File: src/source/axil_mem_pkg.sv
package axil_mem_pkg;

  // Physical address, shared by the AXI side and the message headers
  localparam int addr_width_c = 32;

  // Requester identity fields
  localparam int lce_id_width_c = 4;
  localparam int did_width_c    = 3;

  typedef enum logic [3:0] {
    e_mem_uc_rd = 4'b0000
    , e_mem_uc_wr = 4'b0001
  } mem_msg_e;

  // Log2 of the number of bytes in the access
  typedef enum logic [2:0] {
    e_size_1   = 3'b000
    , e_size_2 = 3'b001
    , e_size_4 = 3'b010
    , e_size_8 = 3'b011
  } msg_size_e;

  typedef struct packed {
    logic [lce_id_width_c-1:0] lce_id;
    logic [did_width_c-1:0]    did;
  } mem_payload_s;

  typedef struct packed {
    mem_msg_e                msg_type;
    msg_size_e               size;
    logic [addr_width_c-1:0] addr;
    mem_payload_s            payload;
  } mem_fwd_header_s;

  // Target echoes the forward header here
  typedef struct packed {
    mem_msg_e                msg_type;
    msg_size_e               size;
    logic [addr_width_c-1:0] addr;
    mem_payload_s            payload;
  } mem_rev_header_s;

  // One serialized AXI access, data and strobe travel beside it
  typedef struct packed {
    logic                    w;
    logic [addr_width_c-1:0] addr;
  } axil_req_s;

endpackage

File: src/source/axil_mem_client.sv
module axil_mem_client
  #(parameter int axil_data_width_p = 32
    , localparam int mask_width_lp = axil_data_width_p / 8
    , localparam int lg_mask_width_lp = $clog2(mask_width_lp)
    )
  (input [axil_mem_pkg::lce_id_width_c-1:0]       lce_id_i
   , input [axil_mem_pkg::did_width_c-1:0]        did_i

   // Request stream from the front end
   , input axil_mem_pkg::axil_req_s               req_i
   , input [axil_data_width_p-1:0]                req_data_i
   , input [mask_width_lp-1:0]                    req_wmask_i
   , input                                        req_v_i
   , output logic                                 req_ready_and_o

   , output logic [axil_data_width_p-1:0]         resp_data_o
   , output logic                                 resp_v_o
   , input                                        resp_ready_and_i

   // Memory forward stream
   , output axil_mem_pkg::mem_fwd_header_s        mem_fwd_header_o
   , output logic [axil_data_width_p-1:0]         mem_fwd_data_o
   , output logic                                 mem_fwd_v_o
   , input                                        mem_fwd_ready_and_i
   , output logic                                 mem_fwd_last_o

   // Memory reverse stream
   , input axil_mem_pkg::mem_rev_header_s         mem_rev_header_i
   , input [axil_data_width_p-1:0]                mem_rev_data_i
   , input                                        mem_rev_v_i
   , output logic                                 mem_rev_ready_and_o
   , input                                        mem_rev_last_i
   );

  axil_mem_pkg::msg_size_e size_lo;
  logic [lg_mask_width_lp-1:0] offset_lo;

  // Strobe to size and lowest lane
  // Masks that match no pattern go full width
  always_comb begin
    size_lo   = axil_mem_pkg::msg_size_e'(lg_mask_width_lp);
    offset_lo = '0;
    if (req_i.w) begin
      for (int i = 0; i < mask_width_lp; i++) begin
        if (req_wmask_i == (mask_width_lp'(1) << i)) begin
          size_lo   = axil_mem_pkg::e_size_1;
          offset_lo = lg_mask_width_lp'(i);
        end
      end
      for (int i = 0; i < mask_width_lp; i += 2) begin
        if (req_wmask_i == (mask_width_lp'(2'b11) << i)) begin
          size_lo   = axil_mem_pkg::e_size_2;
          offset_lo = lg_mask_width_lp'(i);
        end
      end
      for (int i = 0; i < mask_width_lp; i += 4) begin
        if (req_wmask_i == (mask_width_lp'(4'hF) << i)) begin
          size_lo   = axil_mem_pkg::e_size_4;
          offset_lo = lg_mask_width_lp'(i);
        end
      end
    end
  end

  always_comb begin
    mem_fwd_header_o                = '0;
    mem_fwd_header_o.payload.lce_id = lce_id_i;
    mem_fwd_header_o.payload.did    = did_i;
    mem_fwd_header_o.msg_type       = req_i.w ? axil_mem_pkg::e_mem_uc_wr
                                              : axil_mem_pkg::e_mem_uc_rd;
    mem_fwd_header_o.size           = size_lo;
    mem_fwd_header_o.addr           = {req_i.addr[axil_mem_pkg::addr_width_c-1:lg_mask_width_lp],
                                       offset_lo};
  end

  assign mem_fwd_data_o  = req_data_i;
  assign mem_fwd_v_o     = req_v_i;
  // Single-beat messages
  assign mem_fwd_last_o  = mem_fwd_v_o;
  assign req_ready_and_o = mem_fwd_ready_and_i;

  assign resp_data_o         = mem_rev_data_i;
  assign resp_v_o            = mem_rev_v_i;
  assign mem_rev_ready_and_o = resp_ready_and_i;

endmodule

File: config.mk
export PLATFORM = sky130hd
export DESIGN_NAME = axil_mem_client
export DESIGN_NICKNAME = d
export VERILOG_FILES = /design/src/source/axil_mem_pkg.sv /design/src/source/axil_mem_client.sv
export SDC_FILE = /design/constraint.sdc
export NUM_CORES = 1
export LEC_CHECK = 0
export BUFFER_PORTS_ARGS = -buffer_cell sky130_fd_sc_hd__clkbuf_2
export CAP_MARGIN = 0
export CORE_AREA = 4 4 105 107
export DETAILED_ROUTE_END_ITERATION = 8
export DIE_AREA = 0 0 109 111
export MAX_ROUTING_LAYER = met4
export PLACE_DENSITY = 0.44
export SLEW_MARGIN = 5
export SYNTH_ARGS = -nofsm -noshare
export SYNTH_HDL_FRONTEND = slang
export SYNTH_SLANG_ARGS = --single-unit
File: constraint.sdc
create_clock -name vclk -period 0.8
set_clock_uncertainty 0.15 [all_clocks]
set_input_delay 0.08 -clock vclk [all_inputs]
set_output_delay 0.08 -clock vclk [all_outputs]
set_load 0.1 [all_outputs]
### Word level (Yosys, flattened, before mapping)

Cells that the tools add are included.

| word-level totals | value |
|---|---|
| register bits | 0 |
| bits in latches | 0 |
| memory bits (writable) | 0 |
| memory bits (read-only) | 0 |
| input port bits | 159 |
| output and inout bits | 115 |
| word-level logic and storage cells | 23 |
| memories kept | 0 |

| cells by class | value |
|---|---|
| add/sub/neg operators | 0 |
| multiply operators | 0 |
| div/mod/pow operators | 0 |
| order comparisons | 0 |
| equality and inequality tests | 7 |
| shift operators | 0 |
| mux-type cells | 16 |
| bitwise logic cells | 0 |
| reduce and logical (&&, ||, !) cells | 0 |

Operators by type and width:

| operator | count |
|---|---|
| 2-to-1 mux 3 bit | 7 |
| 2-to-1 mux 2 bit | 7 |
| equality test 4 bit, second input constant | 3 |
| equality test 4 x 2 -> 1 bit, second input constant | 2 |
| equality test 4 x 1 -> 1 bit, second input constant | 1 |
| equality test 4 x 3 -> 1 bit, second input constant | 1 |
| 2-to-1 mux 1 bit | 2 |

### Logic depth before layout (Yosys ltp)

Gate-level depths: netlist of the first run.

| depth | value |
|---|---|
| depth after elaboration | 9 |
| mapped depth | 3 |
| mapped depth without buffers | 3 |

### Worst setup path before layout of the first run

No wires, ideal clock.

| path | value |
|---|---|
| kind | in2out |
| from | input port req_wmask_i[3] |
| to | output port mem_fwd_header_o[7] in the netlist's numbering |
| data arrival time | 1897 ps |
| required time | 570 ps |
| slack | -1327 ps |
| stages | 2 |
| buffers on the path | 0 |
| path through | xnor2_1 -> nor4b_2 |

RTL lines:

| element | RTL line | text |
|---|---|---|
| from (decl) | axil_mem_client.sv:12 | `, input [mask_width_lp-1:0] req_wmask_i` |
| to (decl) | axil_mem_client.sv:21 | `, output axil_mem_pkg::mem_fwd_header_s mem_fwd_header_o` |

==> impl_results.md, run 1 <==
* Die width at 109 um
* Core ar. at just over 10000 um^2
* Max Slew Vio Count at 0
* PwrDens at 656 nW/um^2
* Warnings from Yosys at 0
* Pre-CTS setup slack at -0.315 ns
* Multi-input logic area at between 100 and 150 um^2
* GRT Resource Usage Total at 2.47%
* Metal2 WL at 566 um
* CP endpoint kind: output port
* Vias in the first global route at ~340
* Initial core utilization at around 9.0%
* First-pass GRT wire length at 2170 um
* Fmax at just over 900 MHz
* # IOs at around 270
* Postcts setup bufs at 0
* Critical path arrival at 0.84 ns
* HPWL Detailed at 1480 um
* Routability Congestion at just over 0.5
* # fillers at 1181
* Nets@finish at 188
* Clock buffer cells at 0
* Final WL at 1810 um
* Die ar. at 12100 um^2
* Status: complete, but fails checks
* Floorplan row count at 37
* Drt wl/cell at 11.1 um
* Crit share post-route at 134%
* Sequential cell count at 0
* Synth Cell Area at 911 um^2
* Slowest stage delay, CP at around 0.29 ns
* Hold slack at 0.0100 ns
* Area post-placement at roughly 450 um^2
* Synth top area share at 91.5%
* PnR worst setup slack at -0.273 ns
* Syn_area_per_cell at ~7.4 um^2
* Fin. Hold Viols at 0
* Synth unique cells at 10
* First-pass DRT Iterations at 3
* Design area at 493 um^2
* Vias at 286
* Post-synth top cells: 111 x buf_4, 2 x and3_1, 2 x nand2_1, 2 x nor2_1
* Hold path cells at 0
* CP startpoint kind: input port
* Count leader, synth: buf_4
* Hold path start: req_data_i[0]
* Worst Path Required at 0.57 ns
* Port Buffer Count at 10
* Max Cap Viol at 0
* Mapped Cells at 123
* Initial antenna violation count at 0
* Post-CTS Hold Fix Bufs at 0
* Unrepaired setup endpoints after global routing: true
* Initial DRC Count at 9
* Largest net degree at the start of global routing at 4
* Peak VDD IR at about 0.17 mV
* Final min period at roughly 1.1 ns
* Highest Signal Layer: met4
* Crit Path Class: in2out
* Dominant cell type by area after synthesis: buf_4
* Hold path endpoint: mem_fwd_data_o[0]
* Antenna diodes at 0
* Grt ovf at 0
* Leak at 0.150 nW
* FF+latch area at 0 um^2
* Failing checks: negative setup slack
* Post-route ant nets at 0
* Final Setup Violations at 4
* Crit path max-delay cell type: nor4b_4
* Tot Pwr at roughly 0.00032 W
* Largest cells by area after synthesis: buf_4 91%, nor4b_2 1.6%, and3_1 1.4%
* Final Util at 4.86%
* Share of layout cells above drive strength 1 at between 70% and 80%
* Met3 wire length at 666 um
* Post-Route M1 WL at 118 um
* Die span in y at between 100 and 150 um
* Cell Chain, Critical Path: buf_6 > xnor2_1 > nor4b_4 > buf_12
* Drt drc at 0
* Max FO, Critical Path at 3
* Area growth from synthesis to layout at -45.9%
* Sequential area share after synthesis at 0%
* Min-delay worst type: in2out
* Vias per inst at 1.75
[stage by stage]
stage | std cells | setup TNS (ns)
global route | 163 | -0.998
CTS | 163 | -1.02
detailed placement | 163 | -1.06
global placement | 163 | -1.03
floorplan | 126 | -1.12
finish | 163 | -0.884
[placed cells by master, fill, tap and decap left out]
| cell type | Yosys | final |
|---|---|---|
| clkbuf_2 | 0 | 1 |
| and3_4 | 0 | 1 |
| nand2_2 | 0 | 1 |
| nor2_4 | 0 | 3 |
| nor4b_4 | 0 | 1 |
| buf_6 | 0 | 2 |
| xnor2_1 | 1 | 1 |
| buf_4 | 111 | 3 |
| conb_1 | 1 | 4 |
| buf_12 | 0 | 5 |
| clkbuf_16 | 0 | 1 |
| xor2_2 | 0 | 1 |
| and3_1 | 2 | 1 |
| o21a_4 | 0 | 1 |
| nand2_4 | 0 | 1 |
[repair_timing]
| item | in CTS | in global routing |
|---|---|---|
| setup endpoints to repair | 4 | 4 |
| pin swaps | 6 | 4 |
| gates resized for setup | 5 | 7 |
[power by group]
part           switching (W)  internal, W
Sequential                 0            0
Combinational       0.000223     0.000100
Clock                      0            0
[layer usage]
layer,track usage (%),vias up
met4,6.57,0
met1,0.350,78
li1,-,65
met3,3.61,52
met5,-,-
met2,2.17,91
[critical path: cells and delay by family]
family                    cells  cell delay, ns
xor gates and xnor gates      1            0.15
buffers and inverters         2            0.33
and+or+nand+nor               1            0.29
[worst max-delay path by stage]
stage                        start                    to  slack (ns)  depth (start not counted)
detailed placement  req_wmask_i[1]   mem_fwd_header_o[7]       -0.31                          4
global placement    req_wmask_i[0]  mem_fwd_header_o[39]       -0.30                          5
CTS                 req_wmask_i[1]   mem_fwd_header_o[7]       -0.32                          4
floorplan           req_wmask_i[3]   mem_fwd_header_o[7]       -0.70                          2
global route        req_wmask_i[1]   mem_fwd_header_o[7]       -0.30                          4
finish              req_wmask_i[1]   mem_fwd_header_o[7]       -0.27                          4
[kinds of logic after synthesis]
logic type             count (synthesis)  synth area share (%)
buffers and inverters                111                  91.5
AND/OR/NAND/NOR                        8                  5.36
XOR/XNOR                               2                  1.92
AO/OA/AOI/OAI                          1                 0.824
other                                  1                 0.412
[cell type report]
cell class | count | share of cell area [%]
timing repair buffer | 12 | 35.5
tap | 136 | 34.5
multi-input combinational | 15 | 29.9
Power figures use the tool's default switching activity.
==> inputs of run 2 (changes only) <==
- CORE_AREA: 4 4 105 107 -> 4 4 104 106
- DIE_AREA: 0 0 109 111 -> 0 0 108 110
- PLACE_DENSITY: 0.44 -> 0.47
- clock period: 0.8 -> 0.9 ns (I/O delays scaled with it)
==> run 2 against run 1 <==
- hold slack improved by 0.020 ns
- the flow still finishes with violations (negative setup slack)
- first-iteration DRC count is 78% lower
- non-clock buffer count rose by 3
- wire length down 3.0%
- die area shrank 1.8%
- combinational power down 7.4%
- cell area rose by 5.3%
- via count grew 8.4%
- final cell count is the same
- critical path depth up 1
- power shrank 7.5%
==> impl_results.md, run 2 (synthesis gave the netlist of run 1 again) <==
* Share of layout cells above drive strength 1 at 83.3% (was 77.8%)
* Worst Path Required at 0.66 ns (was 0.57 ns)
* Area post-placement at 464 um^2 (was 453 um^2)
* Tot Pwr at 0.000299 W (was 0.000323 W)
* CP endpoint kind: output port (unchanged)
* Largest net degree at the start of global routing at 5 (was 4)
* Dpl cells at 162 (was 163)
* Die width at 108 um (was 109 um)
* Vias at 310 (was 286)
* Crit share post-route at 125%
* Post-route ant nets at 0 (unchanged)
* Min-delay worst type: in2out (unchanged)
* Commonest cells after routing, fill and taps aside: 5 x buf_12, 4 x conb_1, 4 x buf_4 (was 5 x buf_12, 4 x conb_1, 3 x nor2_4, 3 x buf_4, 2 x buf_6)
* Port Buffer Count at 10 (unchanged)
* Crit Path Class: in2out (unchanged)
* Final WL at 1750 um (was 1810 um)
* Drt wl/cell at 10.7 um (was 11.1 um)
* Fin. Hold Viols at 0 (unchanged)
* # IOs at 274 (unchanged)
* Vias in the first global route at 364 (was 338)
* Design area at 519 um^2 (was 493 um^2)
* Failing checks: negative setup slack (unchanged)
* Multi-input logic area at 158 um^2 (was 148 um^2)
* First-pass DRT Iterations at 2 (was 3)
* Grt ovf at 0 (unchanged)
* CP startpoint kind: input port (unchanged)
* Sequential cell count at 0 (unchanged)
* Routability Congestion at 0.576 (was 0.519)
* FF+latch area at 0 um^2 (unchanged)
* Unrepaired setup endpoints after global routing: true (unchanged)
* Max Cap Viol at 0 (unchanged)
* # fillers at 1151 (was 1181)
* Status: complete, but fails checks (unchanged)
* Non-filler cells, final at 163 (unchanged)
* Die span in y at 110 um (was 111 um)
* Max FO, Critical Path at 3 (unchanged)
* PnR worst setup slack at -0.228 ns (was -0.273 ns)
* Max Slew Vio Count at 0 (unchanged)
* Leak at 0.168 nW (was 0.150 nW)
* Nets@finish at 191 (was 188)
* Fmax at 887 MHz
* GRT Resource Usage Total at 2.60% (was 2.47%)
* Area growth from synthesis to layout at -43.0% (was -45.9%)
* Critical path arrival at 0.89 ns (was 0.84 ns)
* Die ar. at 11900 um^2 (was 12100 um^2)
* Vias per inst at 1.90 (was 1.75)
* Initial DRC Count at 2 (was 9)
* Final min period at 1.13 ns
* Initial antenna violation count at 0 (unchanged)
* Initial core utilization at 9.32% (was 8.98%)
* Core ar. at 9770 um^2 (was 10100 um^2)
* Commonest non-fill, non-tap cell in the layout: buf_12 (unchanged)
* PwrDens at 576 nW/um^2 (was 656 nW/um^2)
* Final Setup Violations at 4 (unchanged)
* Hold slack at 0.0300 ns (was 0.0100 ns)
* Floorplan row count at 36 (was 37)
* Peak VDD IR at 0.104 mV (was 0.167 mV)
* First-pass GRT wire length at 2280 um (was 2170 um)
* Drt drc at 0 (unchanged)
* Clock buffer cells at 0 (unchanged)
* Antenna diodes at 0 (unchanged)
-- run 2: cell types whose count changed in the layout (fill, tap and decap cells not counted) --
cell | previous run | this run
nand2_4 | 1 | 2
buf_4 | 3 | 4
nand2_2 | 1 | 0
clkbuf_2 | 1 | 2
and3_4 | 1 | 2
clkbuf_4 | 0 | 1
and3_1 | 1 | 0
-- run 2: layer usage --
layer	wire [um]	vias up	part of all wire [%]	global-route usage [%]
met2	513	80	29	2.26
li1	-	72	-	-
met5	0	-	0	-
met3	716	58	41	4.60
met4	330	0	19	5.14
met1	191	100	11	0.665
-- run 2: path summary, 6_finish.rpt --
kind | from | to | cells past startpoint | slack (ns)
setup / recovery | req_wmask_i[2] | mem_fwd_header_o[39] | 5 | -0.23
hold / removal | req_data_i[25] | mem_fwd_data_o[25] | 0 | 0.03
-- run 2: critical path, stage by stage --
cell and delay [ns]:
clkbuf_4 0.15, nor2_4 0.15, and3_4 0.20, o21a_4 0.13
buf_12 0.16
-- run 2: layout make-up --
type | instances | share of cell area, %
timing repair buffer | 15 | 37.6
tap | 133 | 32.0
multi-input combinational | 15 | 30.4
-- run 2: where the power goes --
group	leakage [nW]	switching, W	internal (W)
registers	0	0	0
logic	0.168	0.000202	0.0000972
clock network	0	0	0
total	0.168	0.000202	0.0000972
-- run 2: per-stage QoR --
stage	TNS, ns	setup WS [ns]	utilization [%]
after global placement	-0.758	-0.210	4.75
after global routing	-0.917	-0.265	5.31
after detailed placement	-0.798	-0.236	4.75
after floorplan	-0.827	-0.623	-
final	-0.750	-0.228	5.31
after CTS	-0.739	-0.235	5.04
-- run 2: what timing repair did --
item	CTS	global route
buffers inserted	0	1
pin swaps	3	6
gates resized for setup	5	7
hold buffers	0	0
setup endpoints to repair	4	4
