File: src/source/axil_mem_pkg.sv
package axil_mem_pkg;

  // Physical address, shared by the AXI side and the message headers
  localparam int addr_width_c = 32;

  // Requester identity fields
  localparam int lce_id_width_c = 4;
  localparam int did_width_c    = 3;

  typedef enum logic [3:0] {
    e_mem_uc_rd = 4'b0000
    , e_mem_uc_wr = 4'b0001
  } mem_msg_e;

  // Log2 of the number of bytes in the access
  typedef enum logic [2:0] {
    e_size_1   = 3'b000
    , e_size_2 = 3'b001
    , e_size_4 = 3'b010
    , e_size_8 = 3'b011
  } msg_size_e;

  typedef struct packed {
    logic [lce_id_width_c-1:0] lce_id;
    logic [did_width_c-1:0]    did;
  } mem_payload_s;

  typedef struct packed {
    mem_msg_e                msg_type;
    msg_size_e               size;
    logic [addr_width_c-1:0] addr;
    mem_payload_s            payload;
  } mem_fwd_header_s;

  // Target echoes the forward header here
  typedef struct packed {
    mem_msg_e                msg_type;
    msg_size_e               size;
    logic [addr_width_c-1:0] addr;
    mem_payload_s            payload;
  } mem_rev_header_s;

  // One serialized AXI access, data and strobe travel beside it
  typedef struct packed {
    logic                    w;
    logic [addr_width_c-1:0] addr;
  } axil_req_s;

endpackage

File: src/source/axil_fifo_client.sv
module axil_fifo_client
  #(parameter int axil_data_width_p = 32
    , localparam int mask_width_lp = axil_data_width_p / 8
    )
  (input                                          clk_i
   , input                                        arst_n_i

   // AXI4-Lite slave
   , input [axil_mem_pkg::addr_width_c-1:0]       s_axil_awaddr_i
   , input [2:0]                                  s_axil_awprot_i
   , input                                        s_axil_awvalid_i
   , output logic                                 s_axil_awready_o

   , input [axil_data_width_p-1:0]                s_axil_wdata_i
   , input [mask_width_lp-1:0]                    s_axil_wstrb_i
   , input                                        s_axil_wvalid_i
   , output logic                                 s_axil_wready_o

   , output logic [1:0]                           s_axil_bresp_o
   , output logic                                 s_axil_bvalid_o
   , input                                        s_axil_bready_i

   , input [axil_mem_pkg::addr_width_c-1:0]       s_axil_araddr_i
   , input [2:0]                                  s_axil_arprot_i
   , input                                        s_axil_arvalid_i
   , output logic                                 s_axil_arready_o

   , output logic [axil_data_width_p-1:0]         s_axil_rdata_o
   , output logic [1:0]                           s_axil_rresp_o
   , output logic                                 s_axil_rvalid_o
   , input                                        s_axil_rready_i

   // Request stream to the bridge
   , output axil_mem_pkg::axil_req_s              req_o
   , output logic [axil_data_width_p-1:0]         req_data_o
   , output logic [mask_width_lp-1:0]             req_wmask_o
   , output logic                                 req_v_o
   , input                                        req_ready_and_i

   // Read data coming back
   , input [axil_data_width_p-1:0]                resp_data_i
   , input                                        resp_v_i
   , output logic                                 resp_ready_and_o
   );

  typedef enum logic [1:0] {
    st_idle
    , st_request
    , st_wait
    , st_respond
  } state_e;

  state_e state_q, state_n;
  logic aw_got_q, w_got_q;
  logic aw_hs, w_hs, ar_hs, aw_done, w_done;
  axil_mem_pkg::axil_req_s req_q;
  logic [axil_data_width_p-1:0] data_q, rdata_q;
  logic [mask_width_lp-1:0] wmask_q;

  assign s_axil_awready_o = (state_q == st_idle) & ~aw_got_q;
  assign s_axil_wready_o  = (state_q == st_idle) & ~w_got_q;
  // Writes win, so a read waits for any write activity to clear
  assign s_axil_arready_o = (state_q == st_idle) & ~aw_got_q & ~w_got_q
                            & ~s_axil_awvalid_i & ~s_axil_wvalid_i;

  assign aw_hs   = s_axil_awvalid_i & s_axil_awready_o;
  assign w_hs    = s_axil_wvalid_i & s_axil_wready_o;
  assign ar_hs   = s_axil_arvalid_i & s_axil_arready_o;
  assign aw_done = aw_got_q | aw_hs;
  assign w_done  = w_got_q | w_hs;

  always_comb begin
    state_n = state_q;
    case (state_q)
      st_idle:    if (ar_hs || (aw_done && w_done)) state_n = st_request;
      st_request: if (req_ready_and_i) state_n = st_wait;
      st_wait:    if (resp_v_i) state_n = st_respond;
      st_respond: begin
        if (req_q.w ? s_axil_bready_i : s_axil_rready_i) state_n = st_idle;
      end
      default:    state_n = st_idle;
    endcase
  end

  always_ff @(posedge clk_i or negedge arst_n_i) begin
    if (!arst_n_i) begin
      state_q  <= st_idle;
      aw_got_q <= 1'b0;
      w_got_q  <= 1'b0;
    end else begin
      state_q <= state_n;
      // Both halves of the write are consumed together
      if (state_q == st_idle && aw_done && w_done) begin
        aw_got_q <= 1'b0;
        w_got_q  <= 1'b0;
      end else begin
        aw_got_q <= aw_done;
        w_got_q  <= w_done;
      end
    end
  end

  always_ff @(posedge clk_i) begin
    if (aw_hs) begin
      req_q.w    <= 1'b1;
      req_q.addr <= s_axil_awaddr_i;
    end else if (ar_hs) begin
      req_q.w    <= 1'b0;
      req_q.addr <= s_axil_araddr_i;
    end
    if (w_hs) begin
      data_q  <= s_axil_wdata_i;
      wmask_q <= s_axil_wstrb_i;
    end
    if (resp_v_i && resp_ready_and_o) rdata_q <= resp_data_i;
  end

  assign req_o            = req_q;
  assign req_data_o       = data_q;
  assign req_wmask_o      = wmask_q;
  assign req_v_o          = (state_q == st_request);
  assign resp_ready_and_o = (state_q == st_wait);

  assign s_axil_bresp_o  = 2'b00;
  assign s_axil_bvalid_o = (state_q == st_respond) & req_q.w;
  assign s_axil_rresp_o  = 2'b00;
  assign s_axil_rvalid_o = (state_q == st_respond) & ~req_q.w;
  assign s_axil_rdata_o  = rdata_q;

  // Master must hold the address while it waits for ready
  awaddr_stable_a: assert property (@(posedge clk_i) disable iff (!arst_n_i)
    s_axil_awvalid_i && !s_axil_awready_o |=> $stable(s_axil_awaddr_i));

  araddr_stable_a: assert property (@(posedge clk_i) disable iff (!arst_n_i)
    s_axil_arvalid_i && !s_axil_arready_o |=> $stable(s_axil_araddr_i));

  // Memory side only answers a request we sent
  no_resp_idle_a: assert property (@(posedge clk_i) disable iff (!arst_n_i)
    state_q == st_idle |-> !resp_v_i);

endmodule

File: config.mk
export PLATFORM = sky130hd
export DESIGN_NAME = axil_fifo_client
export DESIGN_NICKNAME = d
export VERILOG_FILES = /design/src/source/axil_mem_pkg.sv /design/src/source/axil_fifo_client.sv
export SDC_FILE = /design/constraint.sdc
export NUM_CORES = 1
export LEC_CHECK = 0
export ABC_AREA = 1
export BUFFER_PORTS_ARGS = -buffer_cell sky130_fd_sc_hd__buf_2
export CAP_MARGIN = 10
export CORE_ASPECT_RATIO = 1.2
export CORE_MARGIN = 5
export CORE_UTILIZATION = 41
export DETAILED_ROUTE_END_ITERATION = 6
export HOLD_SLACK_MARGIN = 0.12
export PLACE_DENSITY_LB_ADDON = 0.15
export SLEW_MARGIN = 20
export SYNTH_ARGS = -nofsm -noshare
export SYNTH_HDL_FRONTEND = slang
export SYNTH_SLANG_ARGS = --single-unit
File: constraint.sdc
create_clock -name clk_i -period 3.3 [get_ports clk_i]
set_input_delay 0.165 -clock clk_i [delete_from_list [all_inputs] [get_ports clk_i]]
set_output_delay 0.165 -clock clk_i [all_outputs]
set_load 0.02 [all_outputs]
==> flow_summary.yaml, run 1 <==
run_status:
  status: "stopped before the end"
  failing_step: "4_1_cts"
  tool.error: "[ERROR RSZ-0060] Max buffer count reached."
yosys:
  synth_cell_types: 20
  synth-seq-cells: 105
  synth-warning-count: 0
  synth_area_sq_um: 3820
  syn_inst: 261
  ys_seq_area_frac: 0.818
  avgSynthCellArea_sq_um: 14.6
placed_design:
  placed_area_sq_um: 5210
  dp_hpwl_microns: 8020
  io_buffer_count: 248
  gp_congestion: 0.808
clock_tree:
  post_cts_resized: 0
  h-tree-depth: 3
  cts-root-buf: "clkbuf_8"
  clock_sinks: 105
  cts_made_buffers: 9
  holdBufCountCts: 130
  cts_max_path_buffers: 2
  cts_setup_buffers: 0
floorplanning:
  die_h_microns: 116
  start_util: 0.421
  die_w_microns: 98.1
  rows: 38
  ioPinCount: 259
-- stage by stage --
step / utilization / instances / worst slack (ns)
2_1_floorplan: - / 264 / 0.110
3_3_place_gp: 0.574 / 626 / 0.943
3_5_place_dp: 0.574 / 626 / 0.871
-- synth_stat cells --
cell type  number  share of area
nor4_1          1         0.0016
nor3b_4         1         0.0049
a21boi_0        2         0.0039
a21o_1          2         0.0039
o21ai_0         1         0.0013
o22ai_1         1         0.0016
dfrtp_1         4          0.026
dfxtp_1         1         0.0052
inv_2           2         0.0020
edfxtp_1      100           0.79
buf_2           6         0.0079
inv_1          11          0.011
nand2_1       108           0.11
nand3_1         3         0.0039
nor2_1          6         0.0059
buf_4           4         0.0079
nand4_1         1         0.0016
or2_2           1         0.0016
ha_1            5          0.016
conb_1          1        0.00098
-- kinds of logic after synthesis --
kind of cell / count (synthesis) / synth area share
simple gates: 121 / 0.126
flops: 105 / 0.818
buf+inv: 23 / 0.0285
compound gates: 6 / 0.0108
fa+ha+maj: 5 / 0.0164
other cells: 1 / 0.000982
==> run 2, diff against run 1 <==
--- a/config.mk
+++ b/config.mk
@@ -8,11 +8,9 @@
 export ABC_AREA = 1
 export BUFFER_PORTS_ARGS = -buffer_cell sky130_fd_sc_hd__buf_2
 export CAP_MARGIN = 10
-export CORE_ASPECT_RATIO = 1.2
 export CORE_MARGIN = 5
-export CORE_UTILIZATION = 41
+export CORE_UTILIZATION = 30
 export DETAILED_ROUTE_END_ITERATION = 6
-export HOLD_SLACK_MARGIN = 0.12
 export PLACE_DENSITY_LB_ADDON = 0.15
 export SLEW_MARGIN = 20
 export SYNTH_ARGS = -nofsm -noshare
==> run 2 against run 1 <==
  * The flow now finishes without violations
  * Synthesized cell count did not move
  * Synthesized area did not move
==> flow_summary.yaml, run 2 <==
detailed_routing:
  vias_per_cell: 4.03
  highest_layer: "met4"
  drt-met1-wl_microns: 3960
  drtAntennaViolNets: 0
  wl_met2_microns: 5150
  drc: 0
  wl_per_cell_microns: 14.0
  num_vias: 3056
  wl_met3_microns: 1310
  first_pass_iters: 4
  drt-total-wl_microns: 10600
  drt_iter0_drc: 220
critical_path:
  critPathMaxFanout: 34
  end_kind: "flip-flop"
  start_kind: "flip-flop"
  cp.arrival_ns: 2.21
  required_ns: 3.29
  critical_path_class: "reg2reg"
timing:
  timing.final.ws_setup_ns: 1.08
  min_period_ns: 2.22
  slew_viol_final: 0
  worst_slew_pin_slew_ns: 0.524
  max_slew_margin: 0.650
  rsz0062_at_grt: "false"
  final.setup.tns_ns: 0
  setup_viol: 0
  min_period_over_period: 0.672
  hold_viol_final: 0
  finalClockSkew_ns: 0.00690
  fmax_mhz: 451
floorplanning:
  die_area_sq_um: 15100
  core_area_sq_um: 12600
  start_util: 0.304
  die_w_microns: 123
  die_h_microns: 123
  rows: 41
  ioPinCount: 259
run_status:
  status: "finished clean"
grt:
  grt_max_degree: 37
  gr-total-overflow: 0
  grt_pass1_vias: 3087
  antenna_found_initial: 0
  grt_pass1_wl_microns: 15200
  grt_use_total: 0.134
cells_and_area:
  final_common_cell: "buf_2"
  antenna_cells: 0
  drive_above_1_share: 0.461
  final_cell_area_sq_um: 6180
  fin_nets: 735
  multiInputGateArea_sq_um: 602
  most-common-layout-cells: "buf_2 (248), nand2_1 (108), edfxtp_1 (100), dlygate4sd3_1 (66), inv_1 (11)"
  nFillCells: 1111
  seq_area_sq_um: 3120
  largest_register_ffs: 33
  stdcell_count: 758
  area_growth_pct: 61.8
yosys:
  synth.area.top_cells: "edfxtp_1 (79%), nand2_1 (11%), dfrtp_1 (2.6%)"
  syn_inst: 261
  synth-seq-cells: 105
  synth_cell_types: 20
  synth_ff_type: "edfxtp_1"
  synth.most_common_cell: "nand2_1"
  synth-warning-count: 0
  synth_area_sq_um: 3820
  synth_edf_count: 100
  ys_seq_area_frac: 0.818
  avgSynthCellArea_sq_um: 14.6
  synth_common_cells: "nand2_1 (108), edfxtp_1 (100), inv_1 (11)"
  synth_top_area_cell: "edfxtp_1"
  synth_top_area_share: 0.786
  async_flop_share: 0.0381
placed_design:
  dp_hpwl_microns: 7890
  gp_congestion: 0.774
  placed_area_sq_um: 5260
  io_buffer_count: 248
  dpl.cell_count: 678
  pre_cts_slack_ns: 1.06
power:
  vdd_drop_max_mv: 0.217
  powerDensity_nw_per_um2: 653
  total_power_mw: 4.04
  p_leak_nw: 2.84
clock_tree:
  cts_made_buffers: 9
  clock_latency_ns: 0.34
  clk_pin_slew_worst_paths_ns: 0.06
  post_cts_resized: 0
  cts_tree: "done"
  cts_max_path_buffers: 2
  h-tree-depth: 3
  cts-root-buf: "clkbuf_16"
  clock_sinks: 105
  cts_setup_buffers: 0
min_path:
  hp-class: "in2reg"
flow_run:
  drv_cap: 0
-- run 2: cell counts after synthesis --
Identical to the previous run, type by type.
-- run 2: kinds of logic after synthesis --
group,synth area share
buf+inv,0.0285
other cells,0.000982
flops,0.818
fa+ha+maj,0.0164
simple gates,0.126
compound gates,0.0108
-- run 2: critical path, cell delays in order, from the launching register on --
cell,delay [ns]
dfrtp_1,0.41
inv_1,0.12
ha_1,0.29
inv_2,0.09
nor3b_4,0.20
inv_2,0.24
nand2_1,0.14
buf_4,0.37
-- run 2: path summary, 6_finish.rpt --
path	endpoint	from	cells after the start	slack [ns]
max	req_o[7]	state_q[0]	7	1.08
min	s_axil_rdata_o[8]	resp_data_i[8]	1	0.02
max reg2reg	req_o[7]	state_q[0]	7	1.08
min reg2reg	req_o[32]	req_o[32]	2	0.53
max in group asynchronous	state_q[0]	arst_n_i	2	2.99
min in group asynchronous	w_got_q	arst_n_i	2	0.18
-- run 2: metrics by stage --
| stage | hold WS [ns] | util |
|---|---|---|
| finish | 0.0174 | 0.492 |
| global route | 0.00383 | 0.492 |
| CTS | 0.00142 | 0.491 |
| floorplan | -0.131 | - |
| global placement | -0.0226 | 0.419 |
| detailed placement | -0.0146 | 0.419 |
-- run 2: repair_timing --
item / CTS / global route
setup endpoints to repair: 0 / 0
hold buffers: 65 / 1
endpoints found under the hold margin: 68 / 1
-- run 2: cell type report --
cell class / instances / area share
sequential: 105 / 0.505
tap: 172 / 0.0348
inverter: 13 / 0.00789
clock buffer: 9 / 0.0364
multi-input combinational: 136 / 0.0974
clock inverter: 5 / 0.00567
timing repair buffer: 318 / 0.313
-- run 2: report_power, final --
group | internal [mW] | total (mW) | switching [mW]
Combinational | 0.406 | 1.22 | 0.813
Sequential | 1.80 | 1.88 | 0.0804
Clock | 0.501 | 0.942 | 0.441
Total | 2.70 | 4.04 | 1.33
-- run 2: routing by layer --
metal	vias up	GRT usage
met3	16	0.0539
met1	1347	0.147
li1	1519	-
met4	0	0.0567
met2	174	0.231
met5	-	0
Note: power is estimated with default switching activity, not from simulation.
==> run 3, diff against run 2 <==
--- a/config.mk
+++ b/config.mk
@@ -5,7 +5,7 @@
 export SDC_FILE = /design/constraint.sdc
 export NUM_CORES = 1
 export LEC_CHECK = 0
-export ABC_AREA = 1
+export ABC_AREA = 0
 export BUFFER_PORTS_ARGS = -buffer_cell sky130_fd_sc_hd__buf_2
 export CAP_MARGIN = 10
 export CORE_MARGIN = 5
==> constraint.sdc (replaced) <==
create_clock -name clk_i -period 1.8 [get_ports clk_i]
set_input_delay 0.09 -clock clk_i [delete_from_list [all_inputs] [get_ports clk_i]]
set_output_delay 0.09 -clock clk_i [all_outputs]
set_load 0.02 [all_outputs]
==> run 3 against run 2 <==
  * Cell count shrank 8.7%
  * Core utilization grew 2.0 points
  * Synthesized cell count is 30% lower
  * Synthesized area decreased by 0.49%
  * Sequential power up 80%
  * Routed wire length grew 1.3%
  * Total power up 91%
  * Non-clock buffer count rose by 8
  * Sequential share of layout area decreased by 1.8 points
  * Setup slack worse by 1.0 ns
  * Critical endpoint is now req_o[24]
  * Largest power group unchanged
==> flow_summary.yaml, run 3 <==
detailed_routing:
  drt-total-wl_microns: 10700
  drtAntennaViolNets: 0
  drt_iter0_drc: 169
  drc: 0
  num_vias: 2832
  first_pass_iters: 4
  vias_per_cell: 4.09
  wl_per_cell_microns: 15.5
cells_and_area:
  nFillCells: 1089
  area_growth_pct: 68.6
  final_common_cell: "buf_2"
  antenna_cells: 0
  most-common-layout-cells: "buf_2 (247), edfxtp_1 (100), dlygate4sd3_1 (69), mux2_2 (32), clkbuf_16 (11)"
  largest_register_ffs: 33
  final_cell_area_sq_um: 6410
  drive_above_1_share: 0.612
  fin_nets: 668
power:
  total_power_mw: 7.70
  p_switching_mw: 2.35
  intPower_mw: 5.35
  clkPwrFrac: 0.247
  p_seq_frac: 0.440
  p_leak_nw: 2.77
  combPwrFrac: 0.313
  powerDensity_nw_per_um2: 1200
  vdd_drop_max_mv: 0.537
  p_sw_frac: 0.305
placed_design:
  placed_area_sq_um: 5370
  io_buffer_count: 248
  gp_congestion: 0.705
  dp_hpwl_microns: 7580
timing:
  fmax_mhz: 574
  whs_ns: 0.0509
  min_period_over_period: 0.968
  setup_viol: 0
  min_period_ns: 1.74
  hold_viol_final: 0
  finalClockSkew_ns: 0.00416
  slew_viol_final: 0
floorplanning:
  die_w_microns: 123
  die_area_sq_um: 15000
  ioPinCount: 259
  start_util: 0.304
  die_h_microns: 123
  core_area_sq_um: 12500
  rows: 41
critical_path:
  critPathMaxFanout: 16
  end_kind: "flip-flop"
  start_kind: "flip-flop"
  critical_path_class: "reg2reg"
  r2r-start: "state_q[1]"
  cp.arrival_ns: 1.83
  required_ns: 1.89
  cp-startpoint: "state_q[1]"
clock_tree:
  cts_made_buffers: 9
  cts-root-buf: "clkbuf_16"
  cts_max_path_buffers: 2
  clock_sinks: 105
  h-tree-depth: 3
  cts_tree: "done"
  clock_latency_ns: 0.33
  clk_pin_slew_worst_paths_ns: 0.07
min_path:
  hp-class: "in2reg"
  hold_start: "s_axil_awaddr_i[30]"
grt:
  grt_max_degree: 34
  grt_pass1_wl_microns: 15200
  grt_use_total: 0.133
  antenna_found_initial: 0
  grt_pass1_vias: 2986
  gr-total-overflow: 0
yosys:
  synth_top_area_share: 0.790
  async_flop_share: 0.0381
  ys_seq_area_frac: 0.822
  synth_edf_count: 100
  avgSynthCellArea_sq_um: 20.8
  synth.area.top_cells: "edfxtp_1 (79%), mux2_2 (9.5%), dfrtp_1 (2.6%)"
  synth_ff_type: "edfxtp_1"
  synth_area_sq_um: 3800
  synth_common_cells: "edfxtp_1 (100), mux2_2 (32), inv_1 (8)"
  synth_top_area_cell: "edfxtp_1"
  synth.most_common_cell: "edfxtp_1"
  synth-warning-count: 0
  synth-seq-cells: 105
  synth_cell_types: 25
  syn_inst: 183
run_status:
  status: "finished clean"
flow_run:
  drv_cap: 0
## run 3: changes by cell type in the layout (fill, tap and decap cells not counted), moves of 4 or more
| cell | previous run | this run |
|---|---|---|
| nand2_1 | 108 | 2 |
| mux2_2 | 0 | 32 |
| inv_1 | 11 | 5 |
| buf_12 | 0 | 5 |
| nor2_1 | 5 | 1 |
## run 3: per-layer routing
metal,GRT usage,vias to the layer above,part of all wire
met2,0.223,166,0.49
met5,0,-,0
li1,-,1356,-
met4,0.0525,0,0.016
met3,0.0627,13,0.12
met1,0.145,1297,0.37
## run 3: cell type report
class	instances	area, sq um	area share
Timing Repair Buffer	326	2100	0.328
Multi-Input combinational cell	66	657	0.102
Clock inverter	5	56.3	0.00878
Sequential cell	105	3120	0.487
Clock buffer	10	229	0.0357
Tap cell	172	215	0.0336
Inverter	8	30.0	0.00468
## run 3: power groups by stage
stage / Clock [mW] / Combinational (mW) / Sequential, mW
2_1_floorplan: 0 / 0.884 / 3.91
3_3_place_gp: 0 / 2.21 / 3.42
3_5_place_dp: 0 / 2.24 / 3.44
4_1_cts: 1.97 / 2.36 / 3.39
5_1_grt: 2.07 / 2.58 / 3.43
6_report: 1.91 / 2.41 / 3.39
## run 3: worst paths after layout
kind / end / slack [ns] / cells after the start
worst max-delay path: req_o[24] / 0.06 / 7
worst min-delay path: req_o[30] / 0.05 / 2
worst max register to register: req_o[24] / 0.06 / 7
worst min register to register: req_o[32] / 0.52 / 2
max in group asynchronous: state_q[0] / 1.58 / 2
min in group asynchronous: aw_got_q / 0.09 / 2
## run 3: metrics by stage
| step | worst slack (ns) | std cells | utilization | setup TNS (ns) |
|---|---|---|---|---|
| after global placement | 0.0844 | 606 | 0.429 | 0 |
| after floorplan | -0.00194 | 186 | - | -0.0621 |
| after global routing | -0.0100 | 692 | 0.512 | -0.0518 |
| after CTS | 0.0211 | 690 | 0.507 | 0 |
| final | 0.0577 | 692 | 0.512 | 0 |
| after detailed placement | 0.0297 | 606 | 0.429 | 0 |
## run 3: worst max-delay path: stages, from the launching register on
cell and delay [ns]:
dfrtp_1 0.41, inv_2 0.08, ha_4 0.18, nand2b_1 0.10, inv_2 0.06, nand2_4 0.11
clkbuf_16 0.20, mux2_2 0.34
## run 3: cells by family (layout without fill, tap and decap cells)
logic type	after synthesis	after routing	share of synthesized area
AO/OA/AOI/OAI	10	10	0.0188
flip-flops	105	105	0.822
multiplexers	34	34	0.101
AND/OR/NAND/NOR	13	13	0.0211
adder cells (fa/ha/maj)	5	5	0.0165
buffers and inverters	15	349	0.0197
other	1	4	0.000987
## run 3: what timing repair did
action	CTS	global route
setup buffers	0	0
hold endpoints to repair	72	0
setup endpoints to repair	0	34
hold buffers	69	0
resized for setup	0	6
==> run 4, diff against run 3 <==
--- a/config.mk
+++ b/config.mk
@@ -11,6 +11,7 @@
 export CORE_MARGIN = 5
 export CORE_UTILIZATION = 30
 export DETAILED_ROUTE_END_ITERATION = 6
+export MAX_ROUTING_LAYER = met4
 export PLACE_DENSITY_LB_ADDON = 0.15
 export SLEW_MARGIN = 20
 export SYNTH_ARGS = -nofsm -noshare
==> run 4 against run 3 <==
  * Die area unchanged
  * Cell count increased by 0.14%
  * Cell area decreased by 0.14%
  * First-iteration DRC count decreased by 12%
  * Core utilization decreased by 0.070 points
  * Count of clock-buffer cells in the layout unchanged
  * Worst hold slack got worse by 0.0025 ns
  * Register-to-register slack improved by 0.03 ns
  * Critical path type unchanged
==> flow_summary.yaml, run 4 (synthesized netlist as in run 3, its figures left out) <==
run_status:
  status: "finished clean"
grt:
  grt_use_total: 0.137
  grt_max_degree: 34
  antenna_found_initial: 0
  grt_pass1_vias: 2981
  gr-total-overflow: 0
  grt_pass1_wl_microns: 15200
placed_design:
  dp_hpwl_microns: 7580
  gp_congestion: 0.713
  placed_area_sq_um: 5370
  io_buffer_count: 248
detailed_routing:
  vias_per_cell: 4.08
  num_vias: 2826
  drt_iter0_drc: 148
  drtAntennaViolNets: 0
  drc: 0
  wl_per_cell_microns: 15.5
  drt-total-wl_microns: 10700
  first_pass_iters: 4
timing:
  rsz0062_at_grt: "true"
  fmax_mhz: 582
  final.setup.tns_ns: 0
  min_period_ns: 1.72
  slew_viol_final: 0
  min_period_over_period: 0.954
  hold_viol_final: 0
  setup_viol: 0
  finalClockSkew_ns: 0.00379
clock_tree:
  clk_pin_slew_worst_paths_ns: 0.07
  cts_max_path_buffers: 2
  cts-root-buf: "clkbuf_16"
  cts_made_buffers: 9
  clock_sinks: 105
  clock_latency_ns: 0.34
  h-tree-depth: 3
  cts_tree: "done"
cells_and_area:
  seq_area_sq_um: 3120
  antenna_cells: 0
  nFillCells: 1090
  drive_above_1_share: 0.610
  most-common-layout-cells: "buf_2 (247), edfxtp_1 (100), dlygate4sd3_1 (69), mux2_2 (32), clkbuf_16 (10)"
  largest_register_ffs: 33
  final_cell_area_sq_um: 6400
  multiInputGateArea_sq_um: 654
  area_growth_pct: 68.4
  fin_nets: 669
  final_common_cell: "buf_2"
power:
  powerDensity_nw_per_um2: 1200
  total_power_mw: 7.69
  p_seq_frac: 0.441
  p_leak_nw: 2.77
  p_switching_mw: 2.35
  p_sw_frac: 0.305
  vdd_drop_max_mv: 0.538
  combPwrFrac: 0.311
  clkPwrFrac: 0.248
  intPower_mw: 5.34
min_path:
  hp-class: "in2reg"
  whs_path_depth: 2
floorplanning:
  die_w_microns: 123
  die_h_microns: 123
  core_area_sq_um: 12500
  ioPinCount: 259
  start_util: 0.304
  die_area_sq_um: 15000
  rows: 41
critical_path:
  critPathSlowestCell: "dfrtp_1"
  r2r-end: "state_q[1]"
  path_cells: "inv_2 -> ha_1 -> a222oi_1 -> o211ai_2 -> mux2_4"
  slowest_delay_ns: 0.39
  end_kind: "flip-flop"
  r2r-start: "state_q[0]"
  critical_path_class: "reg2reg"
  cp-endpoint: "state_q[1]"
  r2r_cells: 5
  critPathMaxFanout: 4
  start_kind: "flip-flop"
  required_ns: 2.02
  cp.arrival_ns: 1.94
  cp-startpoint: "state_q[0]"
  r2r_slack_ns: 0.08
flow_run:
  drv_cap: 0
==> run 4: cell types whose count changed in the layout (fill, tap and decap cells not counted), sizes merged <==
cell | before | now
buf | 255 | 257
clkbuf | 12 | 11
==> run 4: routing by layer <==
metal	vias up	wire length, microns	global-route usage
met2	155	5250	0.222
met1	1297	4220	0.156
li1	1360	-	-
met5	-	0	-
met3	14	1080	0.0479
met4	0	172	0.0525
==> run 4: worst max-delay path: cells and delay by family, from the launching register on <==
| kind | cells | cell delay (ns) |
|---|---|---|
| flops | 1 | 0.39 |
| buf+inv | 1 | 0.08 |
| mux | 1 | 0.32 |
| fa+ha+maj | 1 | 0.25 |
| compound gates | 2 | 0.56 |
==> run 4: worst min-delay path by stage <==
stage,startpoint,to
after floorplan,arst_n_i,aw_got_q
after global placement,arst_n_i,w_got_q
after detailed placement,arst_n_i,state_q[1]
after CTS,s_axil_awaddr_i[30],req_o[30]
after global routing,s_axil_awaddr_i[30],req_o[30]
final,s_axil_awaddr_i[30],req_o[30]
==> run 4: area by class of cell <==
class | instances | area share
tap | 172 | 0.0336
clock inverter | 5 | 0.00880
sequential | 105 | 0.488
clock buffer | 10 | 0.0358
timing repair buffer | 327 | 0.327
multi-input combinational | 66 | 0.102
inverter | 8 | 0.00469
==> run 4: per-stage QoR <==
step           utilization  hold WS, ns  worst slack, ns  std cells
4_1_cts              0.507       0.0299           0.0211        690
3_5_place_dp         0.429      -0.0889           0.0297        606
5_1_grt              0.511       0.0314          -0.0193        693
2_1_floorplan            -       -0.206         -0.00194        186
3_3_place_gp         0.429      -0.0912           0.0844        606
6_report             0.511       0.0484           0.0832        693
==> run 4: repair_timing <==
item                                    CTS  global route
buffers inserted                          0             1
endpoints found under the hold margin    72             0
endpoints found under the setup margin    0            34
hold buffers                             69             0
resized for setup                         0             5
==> run 4: power by group through the flow <==
| stage | sequential [mW] | clock (mW) | combinational (mW) |
|---|---|---|---|
| final | 3.39 | 1.90 | 2.39 |
| after global routing | 3.43 | 2.07 | 2.56 |
| after CTS | 3.39 | 1.97 | 2.36 |
| after detailed placement | 3.44 | 0 | 2.24 |
| after global placement | 3.42 | 0 | 2.21 |
| after floorplan | 3.91 | 0 | 0.884 |
